==> config.mk <==
export PLATFORM = sky130hd
export DESIGN_NAME = riscv_pipeline
export DESIGN_NICKNAME = d
export VERILOG_FILES = /design/src/verilog/riscv_pkg.sv /design/src/verilog/riscv_regfile.sv /design/src/verilog/riscv_hazard_unit.sv /design/src/verilog/riscv_front_end.sv /design/src/verilog/riscv_execute.sv /design/src/verilog/riscv_mem_wb.sv /design/src/verilog/riscv_pipeline.sv
export VERILOG_INCLUDE_DIRS = /design/src /design/src/include
export SDC_FILE = /design/constraint.sdc
export NUM_CORES = 2
export LEC_CHECK = 0
export BUFFER_PORTS_ARGS = -buffer_cell sky130_fd_sc_hd__buf_2
export CAP_MARGIN = 10
export CELL_PAD_IN_SITES_DETAIL_PLACEMENT = 0
export CELL_PAD_IN_SITES_GLOBAL_PLACEMENT = 2
export CORE_ASPECT_RATIO = 1.2
export CORE_MARGIN = 4
export CORE_UTILIZATION = 51
export CTS_BUF_LIST = sky130_fd_sc_hd__clkbuf_8
export CTS_CLUSTER_DIAMETER = 120
export DETAILED_ROUTE_END_ITERATION = 6
export PLACE_DENSITY_LB_ADDON = 0.12
export REMOVE_ABC_BUFFERS = 1
export SLEW_MARGIN = 20
export SYNTH_ARGS = -nofsm -noshare
export SYNTH_HDL_FRONTEND = slang
export SYNTH_SLANG_ARGS = --single-unit
export TNS_END_PERCENT = 10
==> constraint.sdc <==
create_clock -name clk -period 30 [get_ports clk]
set_clock_uncertainty 0.2 [all_clocks]
set_input_delay 6 -clock clk [delete_from_list [all_inputs] [get_ports clk]]
set_output_delay 6 -clock clk [all_outputs]
set_load 0.005 [all_outputs]
==> src/include/riscv_macros.svh <==
`ifndef RISCV_MACROS_SVH
`define RISCV_MACROS_SVH

// Data and address width
`define XLEN 32

// First fetch address
`define RESET_PC 32'h0000_0000

// ADDI x0, x0, 0
`define INST_NOP 32'h0000_0013

// Architectural integer registers
`define REG_COUNT 32

`endif

==> src/verilog/riscv_pkg.sv <==
`default_nettype none

`include "riscv_macros.svh"

package riscv_pkg;

    // Major opcodes of the supported RV32I subset
    typedef enum logic [6:0] {
        OP_REG    = 7'b0110011,
        OP_IMM    = 7'b0010011,
        OP_LUI    = 7'b0110111,
        OP_LOAD   = 7'b0000011,
        OP_STORE  = 7'b0100011,
        OP_BRANCH = 7'b1100011,
        OP_JAL    = 7'b1101111
    } opcode_e;

    typedef enum logic [2:0] {
        ALU_ADD,
        ALU_SUB,
        ALU_AND,
        ALU_OR,
        ALU_XOR,
        ALU_SLT,
        ALU_PASS_B
    } alu_op_e;

    // Writeback source
    typedef enum logic [1:0] {
        SRC_ALU,
        SRC_MEM,
        SRC_PC_PLUS4
    } reg_src_e;

    // Operand source seen by the execute stage
    typedef enum logic [1:0] {
        FWD_REG,
        FWD_FROM_MEM,
        FWD_FROM_WB
    } fwd_sel_e;

    typedef struct packed {
        logic              reg_write;
        logic              mem_read;
        logic              mem_write;
        logic              branch;
        logic              jal;
        logic              alu_src_imm;
        alu_op_e           alu_op;
        reg_src_e          reg_src;
        logic [4:0]        rs1;
        logic [4:0]        rs2;
        logic [4:0]        rd;
        logic [`XLEN-1:0]  pc;
        logic [`XLEN-1:0]  pc_plus4;
        logic [`XLEN-1:0]  rs1_data;
        logic [`XLEN-1:0]  rs2_data;
        logic [`XLEN-1:0]  imm;
    } id_ex_t;

    typedef struct packed {
        logic              reg_write;
        logic              mem_read;
        logic              mem_write;
        reg_src_e          reg_src;
        logic [4:0]        rd;
        logic [`XLEN-1:0]  alu_result;
        logic [`XLEN-1:0]  store_data;
        logic [`XLEN-1:0]  pc_plus4;
    } ex_mem_t;

    typedef struct packed {
        logic              reg_write;
        logic [4:0]        rd;
        logic [`XLEN-1:0]  wb_data;
    } mem_wb_t;

endpackage

`default_nettype wire

==> src/verilog/riscv_regfile.sv <==
`timescale 1ns/10ps
`default_nettype none

`include "riscv_macros.svh"

module riscv_regfile (
    input  logic               clk,
    input  logic               rst,
    input  logic [4:0]         rs1_addr,
    input  logic [4:0]         rs2_addr,
    input  logic               we,
    input  logic [4:0]         waddr,
    input  logic [`XLEN-1:0]   wdata,
    output logic [`XLEN-1:0]   rs1_data,
    output logic [`XLEN-1:0]   rs2_data
);

    logic [`XLEN-1:0] regs [`REG_COUNT];

    always_ff @(posedge clk) begin
        if (rst) begin
            for (int i = 0; i < `REG_COUNT; i++) begin
                regs[i] <= '0;
            end
        end else if (we && waddr != 5'd0) begin
            regs[waddr] <= wdata;
        end
    end

    // x0 reads zero; a same-cycle write is visible to ID
    assign rs1_data = (rs1_addr == 5'd0)                ? '0    :
                      (we && waddr == rs1_addr)         ? wdata :
                                                          regs[rs1_addr];
    assign rs2_data = (rs2_addr == 5'd0)                ? '0    :
                      (we && waddr == rs2_addr)         ? wdata :
                                                          regs[rs2_addr];

endmodule

`default_nettype wire

==> src/verilog/riscv_hazard_unit.sv <==
`timescale 1ns/10ps
`default_nettype none

module riscv_hazard_unit (
    input  riscv_pkg::id_ex_t   id_ex,
    input  riscv_pkg::ex_mem_t  ex_mem,
    input  riscv_pkg::mem_wb_t  mem_wb,
    input  logic [4:0]          if_id_rs1,
    input  logic [4:0]          if_id_rs2,
    input  logic                redirect,
    output riscv_pkg::fwd_sel_e rs1_fwd,
    output riscv_pkg::fwd_sel_e rs2_fwd,
    output logic                stall,
    output logic                flush
);
    import riscv_pkg::*;

    logic load_use;

    // MEM result is younger than WB, so it takes priority
    function automatic fwd_sel_e pick_src(input logic [4:0] rs, input ex_mem_t em,
                                          input mem_wb_t mw);
        fwd_sel_e sel;
        sel = FWD_REG;
        if (em.reg_write && em.rd != 5'd0 && em.rd == rs) begin
            sel = FWD_FROM_MEM;
        end else if (mw.reg_write && mw.rd != 5'd0 && mw.rd == rs) begin
            sel = FWD_FROM_WB;
        end
        return sel;
    endfunction

    assign rs1_fwd = pick_src(id_ex.rs1, ex_mem, mem_wb);
    assign rs2_fwd = pick_src(id_ex.rs2, ex_mem, mem_wb);

    assign load_use = id_ex.mem_read && id_ex.rd != 5'd0 &&
                      (id_ex.rd == if_id_rs1 || id_ex.rd == if_id_rs2);

    // A redirect discards the dependent instruction anyway
    assign stall = load_use && !redirect;
    assign flush = redirect;

endmodule

`default_nettype wire

==> src/verilog/riscv_front_end.sv <==
`timescale 1ns/10ps
`default_nettype none

`include "riscv_macros.svh"

module riscv_front_end (
    input  logic               clk,
    input  logic               rst,
    input  logic [`XLEN-1:0]   instr,
    input  logic               stall,
    input  logic               flush,
    input  logic               redirect,
    input  logic [`XLEN-1:0]   redirect_pc,
    input  logic [`XLEN-1:0]   rs1_data,
    input  logic [`XLEN-1:0]   rs2_data,
    output logic [`XLEN-1:0]   pc,
    output logic [4:0]         rs1_addr,
    output logic [4:0]         rs2_addr,
    output riscv_pkg::id_ex_t  id_ex,
    output logic [4:0]         if_id_rs1,
    output logic [4:0]         if_id_rs2
);
    import riscv_pkg::*;

    logic [`XLEN-1:0] if_id_instr;
    logic [`XLEN-1:0] if_id_pc;
    opcode_e          opcode;
    logic             use_rs1;
    logic             use_rs2;
    id_ex_t           id_next;

    // Redirect wins over the load-use hold
    always_ff @(posedge clk) begin
        if (rst) begin
            pc <= `RESET_PC;
        end else if (redirect) begin
            pc <= redirect_pc;
        end else if (!stall) begin
            pc <= pc + `XLEN'd4;
        end
    end

    always_ff @(posedge clk) begin
        if (rst || flush) begin
            if_id_instr <= `INST_NOP;
        end else if (!stall) begin
            if_id_instr <= instr;
        end
    end

    always_ff @(posedge clk) begin
        if (!stall) begin
            if_id_pc <= pc;
        end
    end

    assign opcode   = opcode_e'(if_id_instr[6:0]);
    assign rs1_addr = if_id_instr[19:15];
    assign rs2_addr = if_id_instr[24:20];

    // Only real source operands take part in hazard checks
    always_comb begin
        use_rs1 = 1'b0;
        use_rs2 = 1'b0;
        case (opcode)
            OP_REG, OP_STORE, OP_BRANCH: begin
                use_rs1 = 1'b1;
                use_rs2 = 1'b1;
            end
            OP_IMM, OP_LOAD: use_rs1 = 1'b1;
            default: ;
        endcase
    end

    assign if_id_rs1 = use_rs1 ? rs1_addr : 5'd0;
    assign if_id_rs2 = use_rs2 ? rs2_addr : 5'd0;

    always_comb begin
        id_next          = '0;
        id_next.alu_op   = ALU_ADD;
        id_next.reg_src  = SRC_ALU;
        id_next.rs1      = if_id_rs1;
        id_next.rs2      = if_id_rs2;
        id_next.rd       = if_id_instr[11:7];
        id_next.pc       = if_id_pc;
        id_next.pc_plus4 = if_id_pc + `XLEN'd4;
        id_next.rs1_data = rs1_data;
        id_next.rs2_data = rs2_data;
        case (opcode)
            OP_REG: begin
                id_next.reg_write = 1'b1;
                case (if_id_instr[14:12])
                    3'b000:  id_next.alu_op = if_id_instr[30] ? ALU_SUB : ALU_ADD;
                    3'b010:  id_next.alu_op = ALU_SLT;
                    3'b100:  id_next.alu_op = ALU_XOR;
                    3'b110:  id_next.alu_op = ALU_OR;
                    3'b111:  id_next.alu_op = ALU_AND;
                    default: id_next.alu_op = ALU_ADD;
                endcase
            end
            OP_IMM: begin
                id_next.reg_write   = 1'b1;
                id_next.alu_src_imm = 1'b1;
                id_next.imm         = {{20{if_id_instr[31]}}, if_id_instr[31:20]};
            end
            OP_LUI: begin
                id_next.reg_write   = 1'b1;
                id_next.alu_src_imm = 1'b1;
                id_next.alu_op      = ALU_PASS_B;
                id_next.imm         = {if_id_instr[31:12], 12'd0};
            end
            OP_LOAD: begin
                id_next.reg_write   = 1'b1;
                id_next.mem_read    = 1'b1;
                id_next.alu_src_imm = 1'b1;
                id_next.reg_src     = SRC_MEM;
                id_next.imm         = {{20{if_id_instr[31]}}, if_id_instr[31:20]};
            end
            OP_STORE: begin
                id_next.mem_write   = 1'b1;
                id_next.alu_src_imm = 1'b1;
                id_next.imm         = {{20{if_id_instr[31]}}, if_id_instr[31:25],
                                       if_id_instr[11:7]};
            end
            OP_BRANCH: begin
                id_next.branch = 1'b1;
                id_next.imm    = {{19{if_id_instr[31]}}, if_id_instr[31], if_id_instr[7],
                                  if_id_instr[30:25], if_id_instr[11:8], 1'b0};
            end
            OP_JAL: begin
                id_next.reg_write = 1'b1;
                id_next.jal       = 1'b1;
                id_next.reg_src   = SRC_PC_PLUS4;
                id_next.imm       = {{11{if_id_instr[31]}}, if_id_instr[31],
                                     if_id_instr[19:12], if_id_instr[20],
                                     if_id_instr[30:21], 1'b0};
            end
            default: ;
        endcase
        // Bubble into EX
        if (stall || flush) begin
            id_next.reg_write   = 1'b0;
            id_next.mem_read    = 1'b0;
            id_next.mem_write   = 1'b0;
            id_next.branch      = 1'b0;
            id_next.jal         = 1'b0;
            id_next.alu_src_imm = 1'b0;
        end
    end

    always_ff @(posedge clk) begin
        if (rst) begin
            id_ex.reg_write   <= 1'b0;
            id_ex.mem_read    <= 1'b0;
            id_ex.mem_write   <= 1'b0;
            id_ex.branch      <= 1'b0;
            id_ex.jal         <= 1'b0;
            id_ex.alu_src_imm <= 1'b0;
        end else begin
            id_ex <= id_next;
        end
    end

endmodule

`default_nettype wire

==> src/verilog/riscv_execute.sv <==
`timescale 1ns/10ps
`default_nettype none

`include "riscv_macros.svh"

module riscv_execute (
    input  logic                clk,
    input  logic                rst,
    input  riscv_pkg::id_ex_t   id_ex,
    input  riscv_pkg::fwd_sel_e rs1_fwd,
    input  riscv_pkg::fwd_sel_e rs2_fwd,
    input  logic [`XLEN-1:0]    wb_data,
    output riscv_pkg::ex_mem_t  ex_mem,
    output logic                redirect,
    output logic [`XLEN-1:0]    redirect_pc
);
    import riscv_pkg::*;

    logic [`XLEN-1:0] wb_stage_data;
    logic [`XLEN-1:0] op_a;
    logic [`XLEN-1:0] op_b_reg;
    logic [`XLEN-1:0] op_b;
    logic [`XLEN-1:0] alu_result;
    ex_mem_t          ex_next;

    function automatic logic [`XLEN-1:0] fwd_mux(input fwd_sel_e sel,
                                                 input logic [`XLEN-1:0] reg_val,
                                                 input logic [`XLEN-1:0] mem_val,
                                                 input logic [`XLEN-1:0] wb_val);
        case (sel)
            FWD_FROM_MEM: return mem_val;
            FWD_FROM_WB:  return wb_val;
            default:      return reg_val;
        endcase
    endfunction

    // wb_data is the MEM-stage result; one cycle later it is the WB value
    always_ff @(posedge clk) begin
        wb_stage_data <= wb_data;
    end

    assign op_a     = fwd_mux(rs1_fwd, id_ex.rs1_data, wb_data, wb_stage_data);
    assign op_b_reg = fwd_mux(rs2_fwd, id_ex.rs2_data, wb_data, wb_stage_data);
    assign op_b     = id_ex.alu_src_imm ? id_ex.imm : op_b_reg;

    always_comb begin
        case (id_ex.alu_op)
            ALU_SUB:    alu_result = op_a - op_b;
            ALU_AND:    alu_result = op_a & op_b;
            ALU_OR:     alu_result = op_a | op_b;
            ALU_XOR:    alu_result = op_a ^ op_b;
            ALU_SLT:    alu_result = {{(`XLEN-1){1'b0}}, $signed(op_a) < $signed(op_b)};
            ALU_PASS_B: alu_result = op_b;
            default:    alu_result = op_a + op_b;
        endcase
    end

    // BEQ and JAL share the pc-relative target
    assign redirect    = id_ex.jal || (id_ex.branch && op_a == op_b_reg);
    assign redirect_pc = id_ex.pc + id_ex.imm;

    always_comb begin
        ex_next.reg_write  = id_ex.reg_write;
        ex_next.mem_read   = id_ex.mem_read;
        ex_next.mem_write  = id_ex.mem_write;
        ex_next.reg_src    = id_ex.reg_src;
        ex_next.rd         = id_ex.rd;
        ex_next.alu_result = alu_result;
        ex_next.store_data = op_b_reg;
        ex_next.pc_plus4   = id_ex.pc_plus4;
    end

    always_ff @(posedge clk) begin
        if (rst) begin
            ex_mem.reg_write <= 1'b0;
            ex_mem.mem_read  <= 1'b0;
            ex_mem.mem_write <= 1'b0;
        end else begin
            ex_mem <= ex_next;
        end
    end

endmodule

`default_nettype wire

==> src/verilog/riscv_mem_wb.sv <==
`timescale 1ns/10ps
`default_nettype none

`include "riscv_macros.svh"

module riscv_mem_wb (
    input  logic               clk,
    input  logic               rst,
    input  riscv_pkg::ex_mem_t ex_mem,
    input  logic [`XLEN-1:0]   mem_read_data,
    output riscv_pkg::mem_wb_t mem_wb,
    output logic [`XLEN-1:0]   wb_data
);
    import riscv_pkg::*;

    logic [`XLEN-1:0] load_data;

    // Data memory answers in the same cycle as mem_addr
    assign load_data = ex_mem.mem_read ? mem_read_data : '0;

    always_comb begin
        case (ex_mem.reg_src)
            SRC_MEM:      wb_data = load_data;
            SRC_PC_PLUS4: wb_data = ex_mem.pc_plus4;
            default:      wb_data = ex_mem.alu_result;
        endcase
    end

    always_ff @(posedge clk) begin
        if (rst) begin
            mem_wb.reg_write <= 1'b0;
        end else begin
            mem_wb.reg_write <= ex_mem.reg_write;
        end
    end

    // Payload of the WB stage
    always_ff @(posedge clk) begin
        mem_wb.rd      <= ex_mem.rd;
        mem_wb.wb_data <= wb_data;
    end

endmodule

`default_nettype wire

==> src/verilog/riscv_pipeline.sv <==
`timescale 1ns/10ps
`default_nettype none

`include "riscv_macros.svh"

module riscv_pipeline (
    input  logic             clk,
    input  logic             rst,
    input  logic [`XLEN-1:0] instr,
    input  logic [`XLEN-1:0] mem_read_data,
    output logic [`XLEN-1:0] instr_addr,
    output logic [`XLEN-1:0] mem_addr,
    output logic [`XLEN-1:0] mem_write_data,
    output logic             ram_write
);
    import riscv_pkg::*;

    logic             stall;
    logic             flush;
    logic             redirect;
    logic [`XLEN-1:0] redirect_pc;
    logic [4:0]       rs1_addr;
    logic [4:0]       rs2_addr;
    logic [4:0]       if_id_rs1;
    logic [4:0]       if_id_rs2;
    logic [`XLEN-1:0] rs1_data;
    logic [`XLEN-1:0] rs2_data;
    logic [`XLEN-1:0] mem_stage_data;
    fwd_sel_e         rs1_fwd;
    fwd_sel_e         rs2_fwd;
    id_ex_t           id_ex;
    ex_mem_t          ex_mem;
    mem_wb_t          mem_wb;

    riscv_front_end front_end_inst (
        .clk(clk), .rst(rst), .instr(instr),
        .stall(stall), .flush(flush),
        .redirect(redirect), .redirect_pc(redirect_pc),
        .rs1_data(rs1_data), .rs2_data(rs2_data),
        .pc(instr_addr), .rs1_addr(rs1_addr), .rs2_addr(rs2_addr),
        .id_ex(id_ex), .if_id_rs1(if_id_rs1), .if_id_rs2(if_id_rs2)
    );

    riscv_regfile regfile_inst (
        .clk(clk), .rst(rst),
        .rs1_addr(rs1_addr), .rs2_addr(rs2_addr),
        .we(mem_wb.reg_write), .waddr(mem_wb.rd), .wdata(mem_wb.wb_data),
        .rs1_data(rs1_data), .rs2_data(rs2_data)
    );

    riscv_hazard_unit hazard_unit_inst (
        .id_ex(id_ex), .ex_mem(ex_mem), .mem_wb(mem_wb),
        .if_id_rs1(if_id_rs1), .if_id_rs2(if_id_rs2), .redirect(redirect),
        .rs1_fwd(rs1_fwd), .rs2_fwd(rs2_fwd), .stall(stall), .flush(flush)
    );

    riscv_execute execute_inst (
        .clk(clk), .rst(rst), .id_ex(id_ex),
        .rs1_fwd(rs1_fwd), .rs2_fwd(rs2_fwd), .wb_data(mem_stage_data),
        .ex_mem(ex_mem), .redirect(redirect), .redirect_pc(redirect_pc)
    );

    riscv_mem_wb mem_wb_inst (
        .clk(clk), .rst(rst), .ex_mem(ex_mem), .mem_read_data(mem_read_data),
        .mem_wb(mem_wb), .wb_data(mem_stage_data)
    );

    // Data memory port
    assign mem_addr       = ex_mem.alu_result;
    assign mem_write_data = ex_mem.store_data;
    assign ram_write      = ex_mem.mem_write;

endmodule

`default_nettype wire

Word-level counts from Yosys, hierarchy flattened

Memory sizes are Yosys's and may differ from the RTL's. A register that Yosys moved wholly into a read port is not among the register bits.
Cells that the tools add are included.
W data, S select, Z words.

RAM bits: 1024
Output and inout bits: 97
Input port bits: 66
Bits in registers: 362
Memories kept: 1

Bitwise logic cells: 3
Magnitude comparators: 1
Add/sub/neg operators: 5
Reductions and logical operators: 30
Multiplexer cells: 35
Eq/ne operators: 31

Memories:

| memory            | words | width | read ports | clocked after memory_dff | wr ports | RTL line            | text |
|---|---|---|---|---|---|---|---|
| regfile_inst.regs | 32    | 32    | 2          | 2                        | 32       | riscv_regfile.sv:18 | `` logic [`XLEN-1:0] regs [`REG_COUNT]; `` |

Operators with widths:

| cell                    | number |
|---|---|
| $pmux W32 S2            | 3 |
| $pmux W32 S6            | 1 |
| $mux W32                | 5 |
| $pmux W32 S5            | 1 |
| $add A32 B3 Y32 const B | 2 |
| $add A32 B32 Y32        | 2 |
| $and A32 B32 Y32        | 1 |
| $eq A32 B32 Y1          | 1 |
| $lt A32 B32 Y1          | 1 |
| $or A32 B32 Y32         | 1 |
| $reduce_or A32 Y1       | 1 |
| $sub A32 B32 Y32        | 1 |
| $xor A32 B32 Y32        | 1 |
| $eq A5 B5 Y1            | 6 |
| $eq A7 B6 Y1 const B    | 3 |
| $eq A3 B3 Y1 const B    | 6 |
| $mux W1                 | 15 |
| $mux W5                 | 3 |
| $pmux W3 S5             | 1 |
| $reduce_bool A5 Y1      | 3 |
| $eq A7 B7 Y1 const B    | 2 |
| $logic_and A1 B1 Y1     | 10 |
| $logic_not A5 Y1        | 2 |
| $reduce_or A5 Y1        | 2 |
| other kinds (16)        | 31 |

Longest topological paths before layout

Word-level depth: 14
Depth in mapped cells: 23
Gate-level depth less buffers: 20

Cells and area by module

From an unflattened synthesis, not the netlist that was laid out.

Cells, all modules: 6276
Area, all modules: 80318.3 µm²

Modules (own cells, without submodules):

| module            | times used | area an instance (µm²) | cells an instance |
|---|---|---|---|
| riscv_regfile     | 1          | 55061.6                | 3802 |
| riscv_execute     | 1          | 12574.6                | 1483 |
| riscv_front_end   | 1          | 10672.7                | 753 |
| riscv_mem_wb      | 1          | 1604.0                 | 187 |
| riscv_hazard_unit | 1          | 405.4                  | 51 |

Worst setup path before layout

OpenSTA, ideal clock, no wires.

Path kind: input to register
Start: input port rst
End: memory regfile_inst.regs[12][0] in the netlist's numbering (enable)
Arrival: 20871 ps
Path buffers: 1
Setup time: 990 ps
Setup slack: 7939 ps
Stages on the path: 3
Data required time: 28810 ps
Path through: clkinv_1 clkbuf_1 o21ai_0

RTL lines:

| item        | RTL line            | text |
|---|---|---|
| from (decl) | riscv_pipeline.sv:8 | `input logic rst,` |
| to (decl)   | riscv_regfile.sv:18 |  |

Worst setup path in the final report

Start: input port mem_read_data[1]
End: register execute_inst.ex_mem[94] (netlist name)

Cells in the longest elaborated chain, start to end: 6
Elaborated cells between the ends (all ways): 8
Those cells by class: add/sub (2); mux (6)

RTL lines:

| item                                                 | RTL line                                 | text |
|---|---|---|
| from (decl)                                          | riscv_pipeline.sv:10                     | `` input logic [`XLEN-1:0] mem_read_data, `` |
| $mux W32 (*)                                         | riscv_mem_wb.sv:19                       | `assign load_data = ex_mem.mem_read ? mem_read_data : '0;` |
| $pmux W32 S2 (*)                                     | riscv_mem_wb.sv:22                       | `case (ex_mem.reg_src)` |
| named net execute_inst.wb_data[1]                    | riscv_execute.sv:12                      | `` input logic [`XLEN-1:0] wb_data, `` |
| $pmux W32 S2 (*)                                     | riscv_execute.sv:30                      | `case (sel)` |
| named net execute_inst.op_b_reg[1]                   | riscv_execute.sv:21                      | `` logic [`XLEN-1:0] op_b_reg; `` |
| $mux W32 (*)                                         | riscv_execute.sv:44                      | `assign op_b = id_ex.alu_src_imm ? id_ex.imm : op_b_reg;` |
| $add A32 B32 Y32 or $sub A32 B32 Y32 (tied branches) | riscv_execute.sv:54, riscv_execute.sv:48 |  |
| $pmux W32 S6 (*)                                     | riscv_execute.sv:47                      | `case (id_ex.alu_op)` |
| named net execute_inst.alu_result[30]                | riscv_execute.sv:23                      | `` logic [`XLEN-1:0] alu_result; `` |

Mark *: on every way through the listed nets, which the timed path passes. The rest lies on a longest branch.
A chain may end at the register's enable or synchronous reset.

==> impl_results.md <==
- CTS tree: built
- Grt total ovfl: 0
- Ratio of cells with drive above 1 in the final layout: a little under a quarter
- Worst-margin pin slew: 1180 ps
- Area fraction of the dominant cell type after synthesis: roughly 50%
- CTS H-tree depth: 4
- Detailed-route wire length: 284 mm
- Post-synthesis mux area share: 20.0%
- Fraction of the cycle the final worst path needs: 36.9%
- PortBufs: 162
- Nets@finish: between 6000 and 7000
- Drt drc: 1
- Initial antenna violation count: 11
- Placement Setup Slack: 18050 ps
- Clock slew at reported path FFs: roughly 60 ps
- Fill cell count: 12787
- Critical path origin: mem_read_data[1]
- Post-Syn Area: roughly 0.08 mm^2
- Synth Area in XOR/XNOR: 1.86%
- Cts repair resizes: 0
- Routability cong.: 0.941
- Tmin final: 11060 ps
- Setup violators final: 0
- Syn_area_per_cell: 13.7 um^2
- Critical path class: in2reg
- Synth area leaders: edfxtp_1, mux4_2, and2_1, dfxtp_1, ha_1
- CTS sink count: between 1000 and 1500
- Most frequent cell after synthesis: edfxtp_1
- DR pass1 iterations: 7
- Area grow syn2layout: 9.32%
- Failing checks: DRC
- EDFF count, synth: 1337
- Commonest register cell after synthesis: edfxtp_1
- Die ar.: 0.164 mm^2
- Fin. max-slew vios: 0
- Core Area: 0.156 mm^2
- First-pass GRT wire length: 398 mm
- Initial DRC Count: 6361
- Arrival @ worst endpoint: between 10000 and 15000 ps
- HPWL after detailed placement: 180 mm
- Synthesized-area fraction occupied by adder cells: under 10%
- CP Launch Type: primary input
- Via density: 6.49
- Clk root buf: clkbuf_8
- Worst-skew pair later-pin latency: just over 1000 ps
- Yosys top cell by area: edfxtp_1
- Final core occ: 56.1%
- Synth Register Bits: 1448
- Total power: roughly 0.005 W
- Worst Path Required: roughly 31000 ps
- Post-route setup TNS: 0 ps
- Die width: 370 um
- RR Startpoint: mem_wb_inst.mem_wb[34]
- Hold wc startpoint: front_end_inst.id_ex[109]
- Max Cap Viol: 0
- TritonCTS Buffers: between 200 and 250
- FFs w/ async S/R, synth: 0%
- CP endpoint kind: register
- PwrDens: 55.6 mW/mm^2
- Routed via count: 53038
- Synth Area in Simple Gates: 12.7%
- Yosys warns: 0
- Antenna Nets Post-Route: 0
- Sequential-to-total area share from yosys stat: 52.8%
- # Post-CTS Setup Buffers: 0
- Vias in the first global route: 53558
- Synth cell count leaders: edfxtp_1, and2_1, mux4_2, clkbuf_1, nor2_1
- CTS Buffer Depth: 3
- Row Count: 159
- Leakage: ~32 nW
- Unrepaired setup endpoints after global routing: false
- Yosys cell types: 94
- WHS: between 200 and 250 ps
- Compound-Gate Fraction of Synth Area: between 6 and 7%
- Worst Hold Class: reg2reg
- IO Pins: 163
- Crit path max fanout: 5
- Die Height: 443 um
- Fmax: 0.0904 GHz
- Routed WL per cell: about 35 um
- Final hold vios: 0
- Post-CTS Hold Fix Bufs: 0
- Initial core utilization: 51.3%
- Gate Count Post-Synth: 5872
- Gr usage total: 34.5%
- Final worst setup slack: 18940 ps
- Peak supply drop: just over 0.00005 V
- Largest net degree at the start of global routing: 130
- Largest family of logic cells by synthesized area: multiplexers
- Slew HR: a little over a fifth
- Outcome: finished with violations
==> sequential cells by signal, summed over array words and instances, names as in the netlist <==
name and count:
execute_inst.ex_mem 106, front_end_inst.id_ex 184, front_end_inst.if_id_instr 32, front_end_inst.if_id_pc 32, front_end_inst.pc 32, mem_wb_inst.mem_wb 38
regfile_inst.regs 1024
==> area by class of cell <==
type | count | area [um^2] | area share, %
flip-flops and latches | 1448 | 42400 | 48.4
multi-input cells | 3734 | 35600 | 40.6
clock buffers | 247 | 3400 | 3.88
well taps | 2093 | 2620 | 2.99
repair buffers | 337 | 2180 | 2.49
clock inverters | 176 | 973 | 1.11
inverters | 134 | 510 | 0.582
diodes | 8 | 20.0 | 0.0228
==> report_power, final <==
part | switching, W | internal [W] | total, W
Clock | 0.000839 | 0.000819 | 0.00166
Combinational | 0.000531 | 0.000296 | 0.000827
Sequential | 0.0000894 | 0.00230 | 0.00239
Total | 0.00146 | 0.00342 | 0.00488
==> per-stage QoR <==
step / cells / area (um^2)
2_1_floorplan: 5316 / 77800
3_5_place_dp: 7746 / 83300
3_3_place_gp: 7746 / 83300
6_report: 8177 / 87700
5_1_grt: 8172 / 87700
4_1_cts: 8169 / 87700
==> cells by family after synthesis <==
| kind of cell | Yosys count |
|---|---|
| other | 1 |
| xor gates and xnor gates | 170 |
| DFF | 1448 |
| adders and majority gates | 134 |
| buffers and inverters | 721 |
| and+or+nand+nor | 1792 |
| AOI/OAI and AO/OA | 807 |
| muxes | 799 |
==> routing by layer <==
metal	track usage, %	up-vias	share of wire (%)
met3	6.28	691	8.0
met1	41.7	27176	35
met5	0	-	0.0046
li1	-	22439	-
met2	56.8	2730	49
met4	22.9	2	7.9
==> worst paths after layout <==
| check | to | slack (ps) | depth (start not counted) |
|---|---|---|---|
| worst max-delay path | execute_inst.ex_mem[94] | 18940 | 19 |
| worst min-delay path | execute_inst.ex_mem[13] | 220 | 0 |
| worst max register to register | execute_inst.ex_mem[94] | 22210 | 19 |
| worst min register to register | execute_inst.ex_mem[13] | 220 | 0 |
==> critical path, stage by stage <==
cell and delay (ps):
buf_2 130, a32oi_1 100, o21ai_0 580, nor3_1 90, a31oi_1 520, mux2i_1 200, ha_1 370, inv_1 50
ha_1 180, o21a_1 200, o21a_1 190, o2111ai_1 270, a31oi_1 250, a221oi_1 720, o31ai_1 280, a221oi_1 600
or4_1 240, or4b_2 590, o211ai_1 130
==> placed cells by master, fill, tap and decap left out, types with 36 or more instances in the layout <==
| master | n |
|---|---|
| a31oi_1 | 66 |
| ha_1 | 132 |
| and2_1 | 1025 |
| dfxtp_1 | 93 |
| o21ai_0 | 132 |
| clkinv_1 | 52 |
| xor2_1 | 65 |
| nand3_1 | 82 |
| mux2i_1 | 132 |
| nand2_1 | 136 |
| xnor2_1 | 105 |
| nor3_1 | 88 |
| a211oi_1 | 96 |
| a21oi_1 | 134 |
| mux4_2 | 640 |
| clkbuf_8 | 247 |
| buf_4 | 171 |
| clkinv_2 | 36 |
| nand2b_1 | 48 |
| nor2_1 | 217 |
| a21o_1 | 41 |
| edfxtp_1 | 1337 |
| inv_1 | 200 |
| buf_2 | 161 |
No activity file was read; power rests on OpenSTA's default activity.
